===== src/include/clint_macros.svh =====
`ifndef CLINT_MACROS_SVH
`define CLINT_MACROS_SVH

// ~~~~~~~~~~~~~~~~~~~~~~~~~~~~~~
// bus widths.
`define CLINT_DATA_W 64
`define CLINT_ADDR_W 64

// ~~~~~~~~~~~~~~~~~~~~~~~~~~~~~~
// clint register map, machine mode timer only.
`define CLINT_MTIMECMP_ADDR 64'h0000_0000_0200_4000
`define CLINT_MTIME_ADDR    64'h0000_0000_0200_BFF8

// ~~~~~~~~~~~~~~~~~~~~~~~~~~~~~~
`define CLINT_TICK_DIV   16 // clocks per mtime increment.
`define CLINT_FIFO_DEPTH 2

`endif


===== src/hdl/bus_pkg.sv =====
`include "clint_macros.svh"

package bus_pkg;

    // kind of access the memory stage offers in a cycle.
    typedef enum logic [1:0] {
        MEM_IDLE  = 2'd0,
        MEM_READ  = 2'd1,
        MEM_WRITE = 2'd2
    } mem_kind_e;

    typedef struct packed {
        mem_kind_e                kind;
        logic [`CLINT_ADDR_W-1:0] addr;
        logic [`CLINT_DATA_W-1:0] wdata;
    } mem_req_t;

    typedef enum logic [1:0] {
        RSP_OKAY   = 2'b00,
        RSP_DECERR = 2'b11 // same code point as the axi decode error.
    } mem_rsp_e;

    typedef struct packed {
        logic [`CLINT_DATA_W-1:0] rdata;
        mem_rsp_e                 resp;
    } mem_rsp_t;

endpackage


===== src/hdl/clint_pkg.sv =====
`include "clint_macros.svh"

package clint_pkg;

    // register selected by the decoded address.
    typedef enum logic [1:0] {
        REG_NONE     = 2'd0,
        REG_MTIME    = 2'd1,
        REG_MTIMECMP = 2'd2
    } clint_reg_e;

    // one timer command, produced by the request builder.
    // a none select means the address hit no timer register.
    typedef struct packed {
        clint_reg_e               sel;
        logic                     write;
        logic [`CLINT_DATA_W-1:0] wdata;
    } clint_cmd_t;

endpackage


===== src/hdl/clint_req_builder.sv =====
`timescale 1ns/100ps
`include "clint_macros.svh"

module clint_req_builder (
    input  bus_pkg::mem_req_t     mem_req_i,
    input  logic                  full_i,
    output logic                  cmd_push_o,
    output clint_pkg::clint_cmd_t cmd_o,
    output logic                  stall_o
);

    logic is_req;
    logic hit_mtime;
    logic hit_mtimecmp;

    assign is_req       = (mem_req_i.kind != bus_pkg::MEM_IDLE);
    assign hit_mtime    = (mem_req_i.addr == `CLINT_MTIME_ADDR);
    assign hit_mtimecmp = (mem_req_i.addr == `CLINT_MTIMECMP_ADDR);

    // ~~~~~~~~~~~~~~~~~~~~~~~~~~~~~~
    // address decode.
    always_comb begin
        if (hit_mtime) begin
            cmd_o.sel = clint_pkg::REG_MTIME;
        end else if (hit_mtimecmp) begin
            cmd_o.sel = clint_pkg::REG_MTIMECMP;
        end else begin
            cmd_o.sel = clint_pkg::REG_NONE; // answered later with a decode error.
        end
    end

    assign cmd_o.write = (mem_req_i.kind == bus_pkg::MEM_WRITE);
    assign cmd_o.wdata = mem_req_i.wdata;

    // ~~~~~~~~~~~~~~~~~~~~~~~~~~~~~~
    // the stage holds its request while the buffer is full.
    assign cmd_push_o = is_req & ~full_i;
    assign stall_o    = full_i;

endmodule


===== src/hdl/clint_fifo.sv =====
`timescale 1ns/100ps
`include "clint_macros.svh"

module clint_fifo #(
    parameter type payload_t = logic,
    parameter int  DEPTH     = `CLINT_FIFO_DEPTH
) (
    input  logic     clk,
    input  logic     rst,
    input  logic     push_i,
    input  payload_t data_i,
    output logic     full_o,
    output logic     valid_o,
    output payload_t data_o,
    input  logic     pop_i
);

    localparam int PTR_W = (DEPTH > 1) ? $clog2(DEPTH) : 1;
    localparam int CNT_W = $clog2(DEPTH + 1);

    payload_t           mem_q [DEPTH];
    logic [PTR_W-1:0]   wr_ptr_q;
    logic [PTR_W-1:0]   rd_ptr_q;
    logic [CNT_W-1:0]   count_q;
    logic               push_en;
    logic               pop_en;

    assign full_o  = (count_q == CNT_W'(DEPTH));
    assign valid_o = (count_q != '0);
    assign data_o  = mem_q[rd_ptr_q]; // head comes straight from the storage registers.

    assign push_en = push_i & ~full_o;
    assign pop_en  = pop_i & valid_o;

    function automatic logic [PTR_W-1:0] ptr_next(input logic [PTR_W-1:0] ptr);
        if (ptr == PTR_W'(DEPTH - 1)) begin
            return '0;
        end
        return ptr + 1'b1;
    endfunction

    always_ff @(posedge clk) begin
        if (push_en) begin
            mem_q[wr_ptr_q] <= data_i;
        end
    end

    // ~~~~~~~~~~~~~~~~~~~~~~~~~~~~~~
    always_ff @(posedge clk) begin
        if (rst) begin
            wr_ptr_q <= '0;
            rd_ptr_q <= '0;
            count_q  <= '0;
        end else begin
            if (push_en) begin
                wr_ptr_q <= ptr_next(wr_ptr_q);
            end
            if (pop_en) begin
                rd_ptr_q <= ptr_next(rd_ptr_q);
            end
            case ({push_en, pop_en})
                2'b10:   count_q <= count_q + 1'b1;
                2'b01:   count_q <= count_q - 1'b1;
                default: count_q <= count_q; // both or neither.
            endcase
        end
    end

endmodule


===== src/hdl/clint_timer.sv =====
`timescale 1ns/100ps
`include "clint_macros.svh"

module clint_timer (
    input  logic                  clk,
    input  logic                  rst,
    input  logic                  exec_i,
    input  clint_pkg::clint_cmd_t cmd_i,
    output bus_pkg::mem_rsp_t     rsp_o,
    output logic                  mtip_o,
    output logic                  update_o
);

    localparam int TICK_W = $clog2(`CLINT_TICK_DIV);

    logic [TICK_W-1:0]        presc_q;
    logic [`CLINT_DATA_W-1:0] mtime_q;
    logic [`CLINT_DATA_W-1:0] mtimecmp_q;
    logic                     update_q;
    logic                     tick;
    logic                     wr_mtime;
    logic                     wr_mtimecmp;

    assign tick        = (presc_q == TICK_W'(`CLINT_TICK_DIV - 1));
    assign wr_mtime    = exec_i & cmd_i.write & (cmd_i.sel == clint_pkg::REG_MTIME);
    assign wr_mtimecmp = exec_i & cmd_i.write & (cmd_i.sel == clint_pkg::REG_MTIMECMP);

    // ~~~~~~~~~~~~~~~~~~~~~~~~~~~~~~
    // prescaler and timer registers.
    always_ff @(posedge clk) begin
        if (rst) begin
            presc_q    <= '0;
            mtime_q    <= '0;
            mtimecmp_q <= '0;
        end else begin
            presc_q <= tick ? '0 : presc_q + 1'b1;
            if (wr_mtime) begin
                mtime_q <= cmd_i.wdata; // a write wins over the tick.
            end else if (tick) begin
                mtime_q <= mtime_q + 1'b1;
            end
            if (wr_mtimecmp) begin
                mtimecmp_q <= cmd_i.wdata;
            end
        end
    end

    always_ff @(posedge clk) begin
        if (rst) begin
            update_q <= 1'b0;
        end else begin
            update_q <= exec_i & cmd_i.write;
        end
    end

    // response for the command at the head, pushed by the top on execute.
    always_comb begin
        rsp_o.rdata = '0;
        rsp_o.resp  = bus_pkg::RSP_OKAY;
        case (cmd_i.sel)
            clint_pkg::REG_MTIME: begin
                if (!cmd_i.write) rsp_o.rdata = mtime_q;
            end
            clint_pkg::REG_MTIMECMP: begin
                if (!cmd_i.write) rsp_o.rdata = mtimecmp_q;
            end
            default: rsp_o.resp = bus_pkg::RSP_DECERR;
        endcase
    end

    assign mtip_o   = (mtime_q >= mtimecmp_q);
    assign update_o = update_q;

endmodule


===== src/hdl/mem_clint_top.sv =====
`timescale 1ns/100ps
`include "clint_macros.svh"

module mem_clint_top (
    input  logic              clk,
    input  logic              rst,
    input  bus_pkg::mem_req_t mem_req_i,
    output logic              stall_o,
    output logic              rsp_valid_o,
    output bus_pkg::mem_rsp_t rsp_o,
    input  logic              rsp_ready_i,
    output logic              mtip_o,
    output logic              update_o
);

    clint_pkg::clint_cmd_t cmd_in;
    clint_pkg::clint_cmd_t cmd_head;
    bus_pkg::mem_rsp_t     rsp_in;
    logic                  cmd_push;
    logic                  cmd_full;
    logic                  cmd_valid;
    logic                  rsp_full;
    logic                  exec;

    // a command runs only when its response has somewhere to go.
    assign exec = cmd_valid & ~rsp_full;

    clint_req_builder builder0 (
        .mem_req_i  (mem_req_i),
        .full_i     (cmd_full),
        .cmd_push_o (cmd_push),
        .cmd_o      (cmd_in),
        .stall_o    (stall_o)
    );

    clint_fifo #(.payload_t(clint_pkg::clint_cmd_t), .DEPTH(`CLINT_FIFO_DEPTH)) cmd_fifo (
        .clk     (clk),
        .rst     (rst),
        .push_i  (cmd_push),
        .data_i  (cmd_in),
        .full_o  (cmd_full),
        .valid_o (cmd_valid),
        .data_o  (cmd_head),
        .pop_i   (exec)
    );

    clint_timer timer0 (
        .clk      (clk),
        .rst      (rst),
        .exec_i   (exec),
        .cmd_i    (cmd_head),
        .rsp_o    (rsp_in),
        .mtip_o   (mtip_o),
        .update_o (update_o)
    );

    clint_fifo #(.payload_t(bus_pkg::mem_rsp_t), .DEPTH(`CLINT_FIFO_DEPTH)) rsp_fifo (
        .clk     (clk),
        .rst     (rst),
        .push_i  (exec),
        .data_i  (rsp_in),
        .full_o  (rsp_full),
        .valid_o (rsp_valid_o),
        .data_o  (rsp_o),
        .pop_i   (rsp_ready_i)
    );

endmodule


===== config.mk =====
export PLATFORM = sky130hd
export DESIGN_NAME = mem_clint_top
export DESIGN_NICKNAME = d
export VERILOG_FILES = /design/src/hdl/bus_pkg.sv /design/src/hdl/clint_pkg.sv /design/src/hdl/clint_req_builder.sv /design/src/hdl/clint_fifo.sv /design/src/hdl/clint_timer.sv /design/src/hdl/mem_clint_top.sv
export VERILOG_INCLUDE_DIRS = /design/src /design/src/include
export SDC_FILE = /design/constraint.sdc
export NUM_CORES = 1
export LEC_CHECK = 0
export ABC_AREA = 1
export ABC_CLOCK_PERIOD_IN_PS = 6600
export BUFFER_PORTS_ARGS = -buffer_cell sky130_fd_sc_hd__buf_2
export CAP_MARGIN = 25
export CORE_MARGIN = 1
export CORE_UTILIZATION = 30
export DETAILED_ROUTE_END_ITERATION = 6
export SLEW_MARGIN = 5
export SYNTH_ARGS = -nofsm -noshare
export SYNTH_HDL_FRONTEND = slang
export SYNTH_HIERARCHICAL = 1
export SYNTH_SLANG_ARGS = --single-unit

===== constraint.sdc =====
create_clock -name clk -period 6.6 [get_ports clk]
set_input_delay 0.66 -clock clk [delete_from_list [all_inputs] [get_ports clk]]
set_output_delay 0.66 -clock clk [all_outputs]
set_load 0.05 [all_outputs]

Yosys cells after proc, flatten, opt, wreduce, memory -nomap -nowiden

Memories as Yosys holds them, arrays and structs flattened. A register that Yosys moved wholly into a read port is not among the register bits.
Index checks and enable logic that the tools add are counted.

Add/sub/neg operators: 10
Magnitude comparators: 1
Divide/modulo/power cells: 0
Muxes and demuxes: 38
Reduce and logical (&&, ||, !) cells: 8
Eq/ne operators: 12
Multipliers: 0
Bitwise logic cells: 11
Shifts and indexed selects: 0

Operator list:

| operator                | count |
|---|---|
| $mux W64                | 4 |
| $eq A64 B26 Y1 const B  | 2 |
| $pmux W64 S2            | 1 |
| $add A64 B1 Y64 const B | 1 |
| $ge A64 B64 Y1          | 1 |
| $mux W1                 | 28 |
| $eq A2 B2 Y1 const B    | 6 |
| $reduce_bool A2 Y1      | 6 |
| $and A1 B1 Y1           | 9 |
| $pmux W2 S2             | 2 |
| $eq A2 B1 Y1 const B    | 3 |
| $mux W2                 | 3 |
| $add A1 B1 Y1 const B   | 4 |
| $add A2 B1 Y2 const B   | 2 |
| $add A4 B1 Y4 const B   | 1 |
| $eq A4 B4 Y1 const B    | 1 |
| $reduce_or A2 Y1        | 2 |
| $sub A2 B1 Y2 const B   | 2 |
| $not A1 Y1              | 2 |

Latch bits: 0
Register bits: 141
Bits in writable memories: 266
Output and inout bits: 70
Memories kept: 2
ROM bits: 0

Memory list:

| memory         | words | bits a word | rd ports | clocked after Yosys merged registers in | wr ports | RTL line         | text |
|---|---|---|---|---|---|---|---|
| cmd_fifo.mem_q | 2     | 67          | 1        | 1                                       | 1        | clint_fifo.sv:21 | `payload_t mem_q [DEPTH];` |
| rsp_fifo.mem_q | 2     | 66          | 1        | 1                                       | 1        | clint_fifo.sv:21 |  |

Depth between registers and ports, before layout

Gate-level depths: netlist (run 1).

Depth after elaboration: 9
Depth in mapped cells: 15

Cells and area by module

Netlist (run 1), hierarchy kept.

By module, submodules not included:

| module                 | cells each | area an instance (um^2) | seq. area each (um^2) | instances |
|---|---|---|---|---|
| clint_timer            | 1582       | 9645.5                  | 2662.6                | 1 |
| clint_fifo at cmd_fifo | 248        | 5193.7                  | 4124.0                | 1 |
| clint_fifo at rsp_fifo | 245        | 5170.0                  | 4063.9                | 1 |
| clint_req_builder      | 182        | 944.7                   | 0.0                   | 1 |
| mem_clint_top          | 2          | 10.0                    | 0.0                   | 1 |

Worst setup path before layout (run 1)

OpenSTA, ideal clock, no wires.

Kind: input port to flip-flop
Start: input port mem_req_i[129] in the netlist's numbering
End: memory cmd_fifo/mem_q[0][0] in the netlist's numbering, enable pin
Path slack: 2282 ps
Cell stages on the path: 6
Data required time: 6108 ps
Arrival time: 3826 ps
Buffers on the path: 0
Cell sequence: nor2_1 > nor2_1 > inv_1 > nor2_1 > inv_1 > nor2_1

Cells in the longest elaborated chain, start to end: 5

Ends and longest elaborated chain:

| what                          | RTL line                | text |
|---|---|---|
| from (decl)                   | mem_clint_top.sv:7      | `input bus_pkg::mem_req_t mem_req_i,` |
| $reduce_bool A2 Y1            | clint_req_builder.sv:16 | `assign is_req = (mem_req_i.kind != bus_pkg::MEM_IDLE);` |
| $and A1 B1 Y1                 | clint_req_builder.sv:37 | `assign cmd_push_o = is_req & ~full_i;` |
| net cmd_push                  | mem_clint_top.sv:19     | `logic cmd_push;` |
| $and A1 B1 Y1                 | clint_fifo.sv:32        | `assign push_en = push_i & ~full_o;` |
| $mux W1                       | clint_fifo.sv:43        | `if (push_en) begin` |
| $mux W1 (not written as such) | clint_fifo.sv:44        | `mem_q[wr_ptr_q] <= data_i;` |
| to (decl)                     | clint_fifo.sv:21        |  |

The timed path passes the listed nets, and every way through them passes these cells.

==> results.cfg, run 1 <==
[timing]
fin_crit_sh_pct = 51.06
final.setup_skew_ps = 15.73
period_minus_slack_ps = 3370
totalNegativeSetupSlack_ps = 0
slew_headroom_pct = 33.98
finalMaxSlewViolations = 0
setup-violations-final = 0
hold_viol_final = 0
fmaxAchievable_mhz = 296.7
rsz0062_at_grt = false
worst_slew_pin_slew_ps = 990.3
worst_slack_ps = 3230

[yosys]
syn-num-nets = 2462
ys_types = 39
synth_top_area_share_pct = 38.10
synth_area_per_cell_um2 = 9.280
synth_edf_count = 266
ys_seq_elements = 409
synth.most_common_cell = nand2_1
yosys.area.top_type = edfxtp_1
synth_seq_area_share_pct = 51.76
ys_dominant_reg_cell = edfxtp_1
synthCells = 2259
synthTopCellsByCount = nand2_1 (520), edfxtp_1 (266), inv_1 (237)
ys_async_sr_fraction_pct = 0
yosys_warnings = 6
netlist_area_um2 = 20960
yosys-top-cells-area = edfxtp_1 (38%), dfxtp_1 (14%), nand2_1 (9.3%)

[global_routing]
globalRouteOverflowTotal = 0
antenna_found_initial = 19
grt_max_degree = 76
grt_util_all_layers_pct = 15.40
grt_pass1_vias = 14390
grt_first_pass_wirelength_um = 83770

[clock_network]
cts_resized = 0
cts_tree = done
clock-sinks = 409
postCtsHoldBufs = 0
htreeDepth = 2
cts_buffers = 44
clk_pin_slew_ps = 60
clk-insertion-delay-late_ps = 570
postCtsSetupRepairBufs = 0
cts_root_buf = clkbuf_16
clk_path_buf_depth = 3

[floorplanning]
dieArea_um2 = 70940
coreArea_um2 = 68830
start_util_pct = 30.46
num_io_pins = 203
num_rows = 96
die_w_um = 266.3
fp.dieH_um = 266.3

[layout]
drive_gt1_share_pct = 19.96
instances_no_fill = 3344
multi_input_area_um2 = 8335
synthToLayoutAreaGrowth_pct = 13.54
final-seq-area_um2 = 10860
fill_cells = 7056
layout.nets = 2579

[drt]
drt-total-wl_um = 55150
post-route-drc-count = 0
dr_total_vias = 15320
wl_per_cell_um = 16.49
drtIter0Drc = 1313
via_per_inst = 4.581
drt-pass1-iter-count = 7
antenna_left = 0

[critical_path]
critPathLaunchType = flop
crit_type = flop to flop
crit_arrival_ps = 3860
worstSetupEndpointType = flop
crit_chain = mux2_2 > ha_2 > nand3_1 > inv_1 > buf_4 > nor2_4 > buf_4 > inv_1 > a21oi_1 > o21ai_0 > a31oi_1
slowest_delay_ps = 480
cp_slowest_cell = buf_4
critical_path_peak_fanout = 59
rrSetupSlack_ps = 3230
cp.required_ps = 7090

[placed_design]
gp_congestion = 0.9543
dp_hpwl_um = 40180
portBuffers = 202
dp.cells = 3261
pre_cts_ws_ps = 3229

[status]
outcome = finished, final reports clean

[pwr]
peakVddDrop_v = 0.0003156
power_leakage_nw = 8.870
power_per_cell_area_nw_per_um2 = 440.6
total_power_mw = 10.49

[job]
cap_violations = 0

[min_path]
hold_class = input port to flop
==> state kept, by name (all words and copies together) (netlist names), 2 cells and up, named ones only <==
signal,count
timer0/presc_q,4
rsp_fifo/mem_q,132
timer0/mtime_q,64
rsp_fifo/count_q,2
timer0/mtimecmp_q,64
cmd_fifo/mem_q,134
cmd_fifo/count_q,2
==> per-stage QoR <==
| stage | util [%] | area, um2 | hold WS [ps] |
|---|---|---|---|
| finish | 34.58 | 23800 | 285.3 |
| CTS | 34.57 | 23800 | 249.2 |
| global route | 34.58 | 23800 | 253.9 |
| floorplan | - | 20960 | 417.6 |
| detailed placement | 32.54 | 22400 | 441.3 |
| global placement | 32.54 | 22400 | 436.8 |
==> area by class of cell <==
cell class                 instances  area share [%]
antenna                            3         0.03154
clock buffer                      59           5.078
clock inverter                    21          0.7937
inverter                         242           3.816
multi-input combinational       1461           35.02
sequential                       409           45.62
tap                              931           4.894
timing repair buffer             218           4.752
==> layout by cell type, fill, tap and decap left out, types with 3 or more instances in the layout <==
| cell | instances |
|---|---|
| clkbuf_8 | 3 |
| nand2_2 | 20 |
| nor3_1 | 7 |
| inv_1 | 235 |
| inv_2 | 6 |
| diode_2 | 3 |
| clkbuf_1 | 11 |
| nor2_4 | 14 |
| buf_2 | 202 |
| o21ai_1 | 4 |
| clkinvlp_4 | 3 |
| a21oi_2 | 4 |
| nor2_1 | 219 |
| nand2_1 | 520 |
| buf_4 | 16 |
| ha_1 | 68 |
| dfxtp_1 | 141 |
| o21ai_0 | 151 |
| xor2_1 | 12 |
| edfxtp_1 | 266 |
| nand4_1 | 17 |
| mux2_4 | 70 |
| nor2_2 | 7 |
| a31oi_1 | 13 |
| clkinv_1 | 3 |
| o211ai_1 | 4 |
| clkinv_2 | 11 |
| xnor2_1 | 3 |
| a21oi_1 | 212 |
| bufinv_16 | 3 |
| mux2_2 | 63 |
| nand3_1 | 34 |
| clkbuf_16 | 45 |
==> final timing paths <==
kind                           from              endpoint  cells past startpoint
setup / recovery               flop    timer0/mtime_q[12]                     11
hold / removal         mem_req_i[1]  cmd_fifo/mem_q[1][1]                      1
setup reg to reg               flop    timer0/mtime_q[12]                     11
hold reg to reg   timer0/presc_q[0]     timer0/presc_q[0]                      1
==> cells by family after synthesis <==
family                   after synthesis  synth area share [%]
XOR/XNOR                              15                0.6267
AND/OR/NAND/NOR                      852                 16.82
adder cells (fa/ha/maj)               70                 4.178
multiplexers                         133                 8.398
buffers and inverters                389                 8.636
AO/OA/AOI/OAI                        391                 9.579
flip-flops                           409                 51.76
==> critical path: cells and delay by family (launching register included) <==
kind | cells | cell delay [ps]
multiplexers | 1 | 370
flip-flops | 1 | 420
adder cells (fa/ha/maj) | 1 | 190
AND/OR/NAND/NOR | 2 | 630
AO/OA/AOI/OAI | 3 | 430
buffers and inverters | 4 | 1220
==> power breakdown <==
| part | total (mW) | switching, mW | internal, mW |
|---|---|---|---|
| sequential | 3.90 | 0.302 | 3.60 |
| combinational | 4.19 | 2.96 | 1.22 |
| clock | 2.40 | 0.997 | 1.40 |
==> per-layer routing <==
layer	GRT usage [%]	vias up	routed length (um)
met4	5.359	36	1797
met5	0	-	211
li1	-	7665	-
met2	23.04	441	23160
met1	21.49	7047	26280
met3	3.789	130	3697
(Power assumes the default switching activity.)
==> run 2: changes to the inputs <==
ABC_CLOCK_PERIOD_IN_PS = 3450   (was 6600)
clock period = 3.45 ns   (was 6.6 ns; I/O delays follow)
==> results.cfg, run 2 (synthesis results as in run 1) <==
[pwr]
total_power_mw = 20.64
internal_power_mw = 12.45
seqPwrFrac_pct = 36.1
power_per_cell_area_nw_per_um2 = 834.4
switching_share_pct = 39.69
power_leakage_nw = 9.303
peakVddDrop_v = 0.0004159
switching_power_mw = 8.192
comb_power_share_pct = 40.2
power.share.clock_pct = 23.7

[drt]
drtIter0Drc = 1064
antenna_left = 0
wl_per_cell_um = 16.49
drt-pass1-iter-count = 5
drt-total-wl_um = 56410
dr_total_vias = 15620
via_per_inst = 4.566
post-route-drc-count = 0

[clock_network]
cts_resized = 0
htreeDepth = 2
clk-insertion-delay-late_ps = 550
clk_pin_slew_ps = 60
clk_path_buf_depth = 3
cts_buffers = 42
clock-sinks = 409
cts_root_buf = clkbuf_16
cts_tree = done

[global_routing]
globalRouteOverflowTotal = 0
grt_pass1_vias = 14790
grt_util_all_layers_pct = 15.68
grt_max_degree = 76
grt_first_pass_wirelength_um = 86060
antenna_found_initial = 5

[timing]
final.setup_skew_ps = 17.37
setup-violations-final = 0
fmaxAchievable_mhz = 332.4
hold_viol_final = 0
totalNegativeSetupSlack_ps = 0
finalMaxSlewViolations = 0
rsz0062_at_grt = false
worst_slew_pin_slew_ps = 792.8
period_minus_slack_ps = 3009
fin_crit_sh_pct = 87.20
slew_headroom_pct = 47.15
holdWs_ps = 12.85

[critical_path]
critical_path_peak_fanout = 7
worstSetupEndpointType = primary output
cp.required_ps = 3110
r2r_cells = 6
crit_arrival_ps = 2660
critPathLaunchType = flop
crit_type = flop to primary output

[layout]
final_cell_mix = nand2_1 (520), edfxtp_1 (266), inv_1 (237)
instances_no_fill = 3421
reg.largest.list = cmd_fifo/mem_q x134, rsp_fifo/mem_q x132
largest_reg_flops = 134
regMostFlops = cmd_fifo/mem_q
layout.nets = 2655
final_common_cell = nand2_1
drive_gt1_share_pct = 20.03
synthToLayoutAreaGrowth_pct = 18.01

[placed_design]
dp.cells = 3277
portBuffers = 202
gp_congestion = 0.9542
dp_hpwl_um = 42210

[floorplanning]
die_w_um = 266.3
fp.dieH_um = 266.3
num_io_pins = 203
dieArea_um2 = 70940
coreArea_um2 = 68830
start_util_pct = 30.46
num_rows = 96

[status]
outcome = finished, final reports clean

[min_path]
holdPathStages = 1
hold_class = input port to flop

[job]
cap_violations = 0
[run 2: power groups by stage]
stage               clock [mW]  sequential [mW]  combinational (mW)
detailed placement           0             7.55                8.29
CTS                       5.01             7.46                8.38
floorplan                    0             7.38                6.03
global placement             0             7.52                8.28
finish                    4.90             7.45                8.29
global route              5.21             7.59                8.95
[run 2: worst max-delay path: stages (launching register included)]
cell	delay, ps
dfxtp_1	400
ha_1	330
nand2_1	70
nor4_1	470
nand2_1	200
a21oi_1	230
nor2_1	60
nand2_1	90
buf_2	270
[run 2: timing repair]
item	CTS	global route
hold buffers	60	1
hold endpoints to repair	120	2
setup buffers	0	0
[run 2: path summary, 6_finish.rpt]
path	start	end	slack [ps]
worst max register to register	flop	timer0/mtimecmp_q[26]	940
worst min register to register	timer0/presc_q[0]	timer0/presc_q[0]	450
worst min-delay path	mem_req_i[17]	cmd_fifo/mem_q[0][17]	10
worst max-delay path	timer0/mtime_q[58]	mtip_o	440
[run 2: area by class of cell]
type,instances,area (um2)
Antenna cell,4,10.01
Tap cell,931,1165
Timing Repair Buffer,296,1944
Multi-Input combinational cell,1461,8335
Clock buffer,56,1250
Clock inverter,22,267.8
Sequential cell,409,10860
Fill cell,6945,44090
Inverter,242,908.4
[run 2: through the flow]
step | cell area (um2) | utilization, % | setup WS, ps
after floorplan | 20970 | - | 354.5
after global placement | 22580 | 32.81 | 842.5
after detailed placement | 22580 | 32.81 | 817.1
after CTS | 24700 | 35.89 | 402.5
after global routing | 24740 | 35.94 | 328.8
final | 24740 | 35.94 | 441.4
[run 2: per-layer routing]
layer  share of wire (%)  routed length [um]  global-route usage [%]
met1                  48               26960                   22.48
met2                  43               24160                   24.06
met3                 6.5                3670                   2.486
met4                 2.9                1610                   4.862
met5               0.023                  13                       0
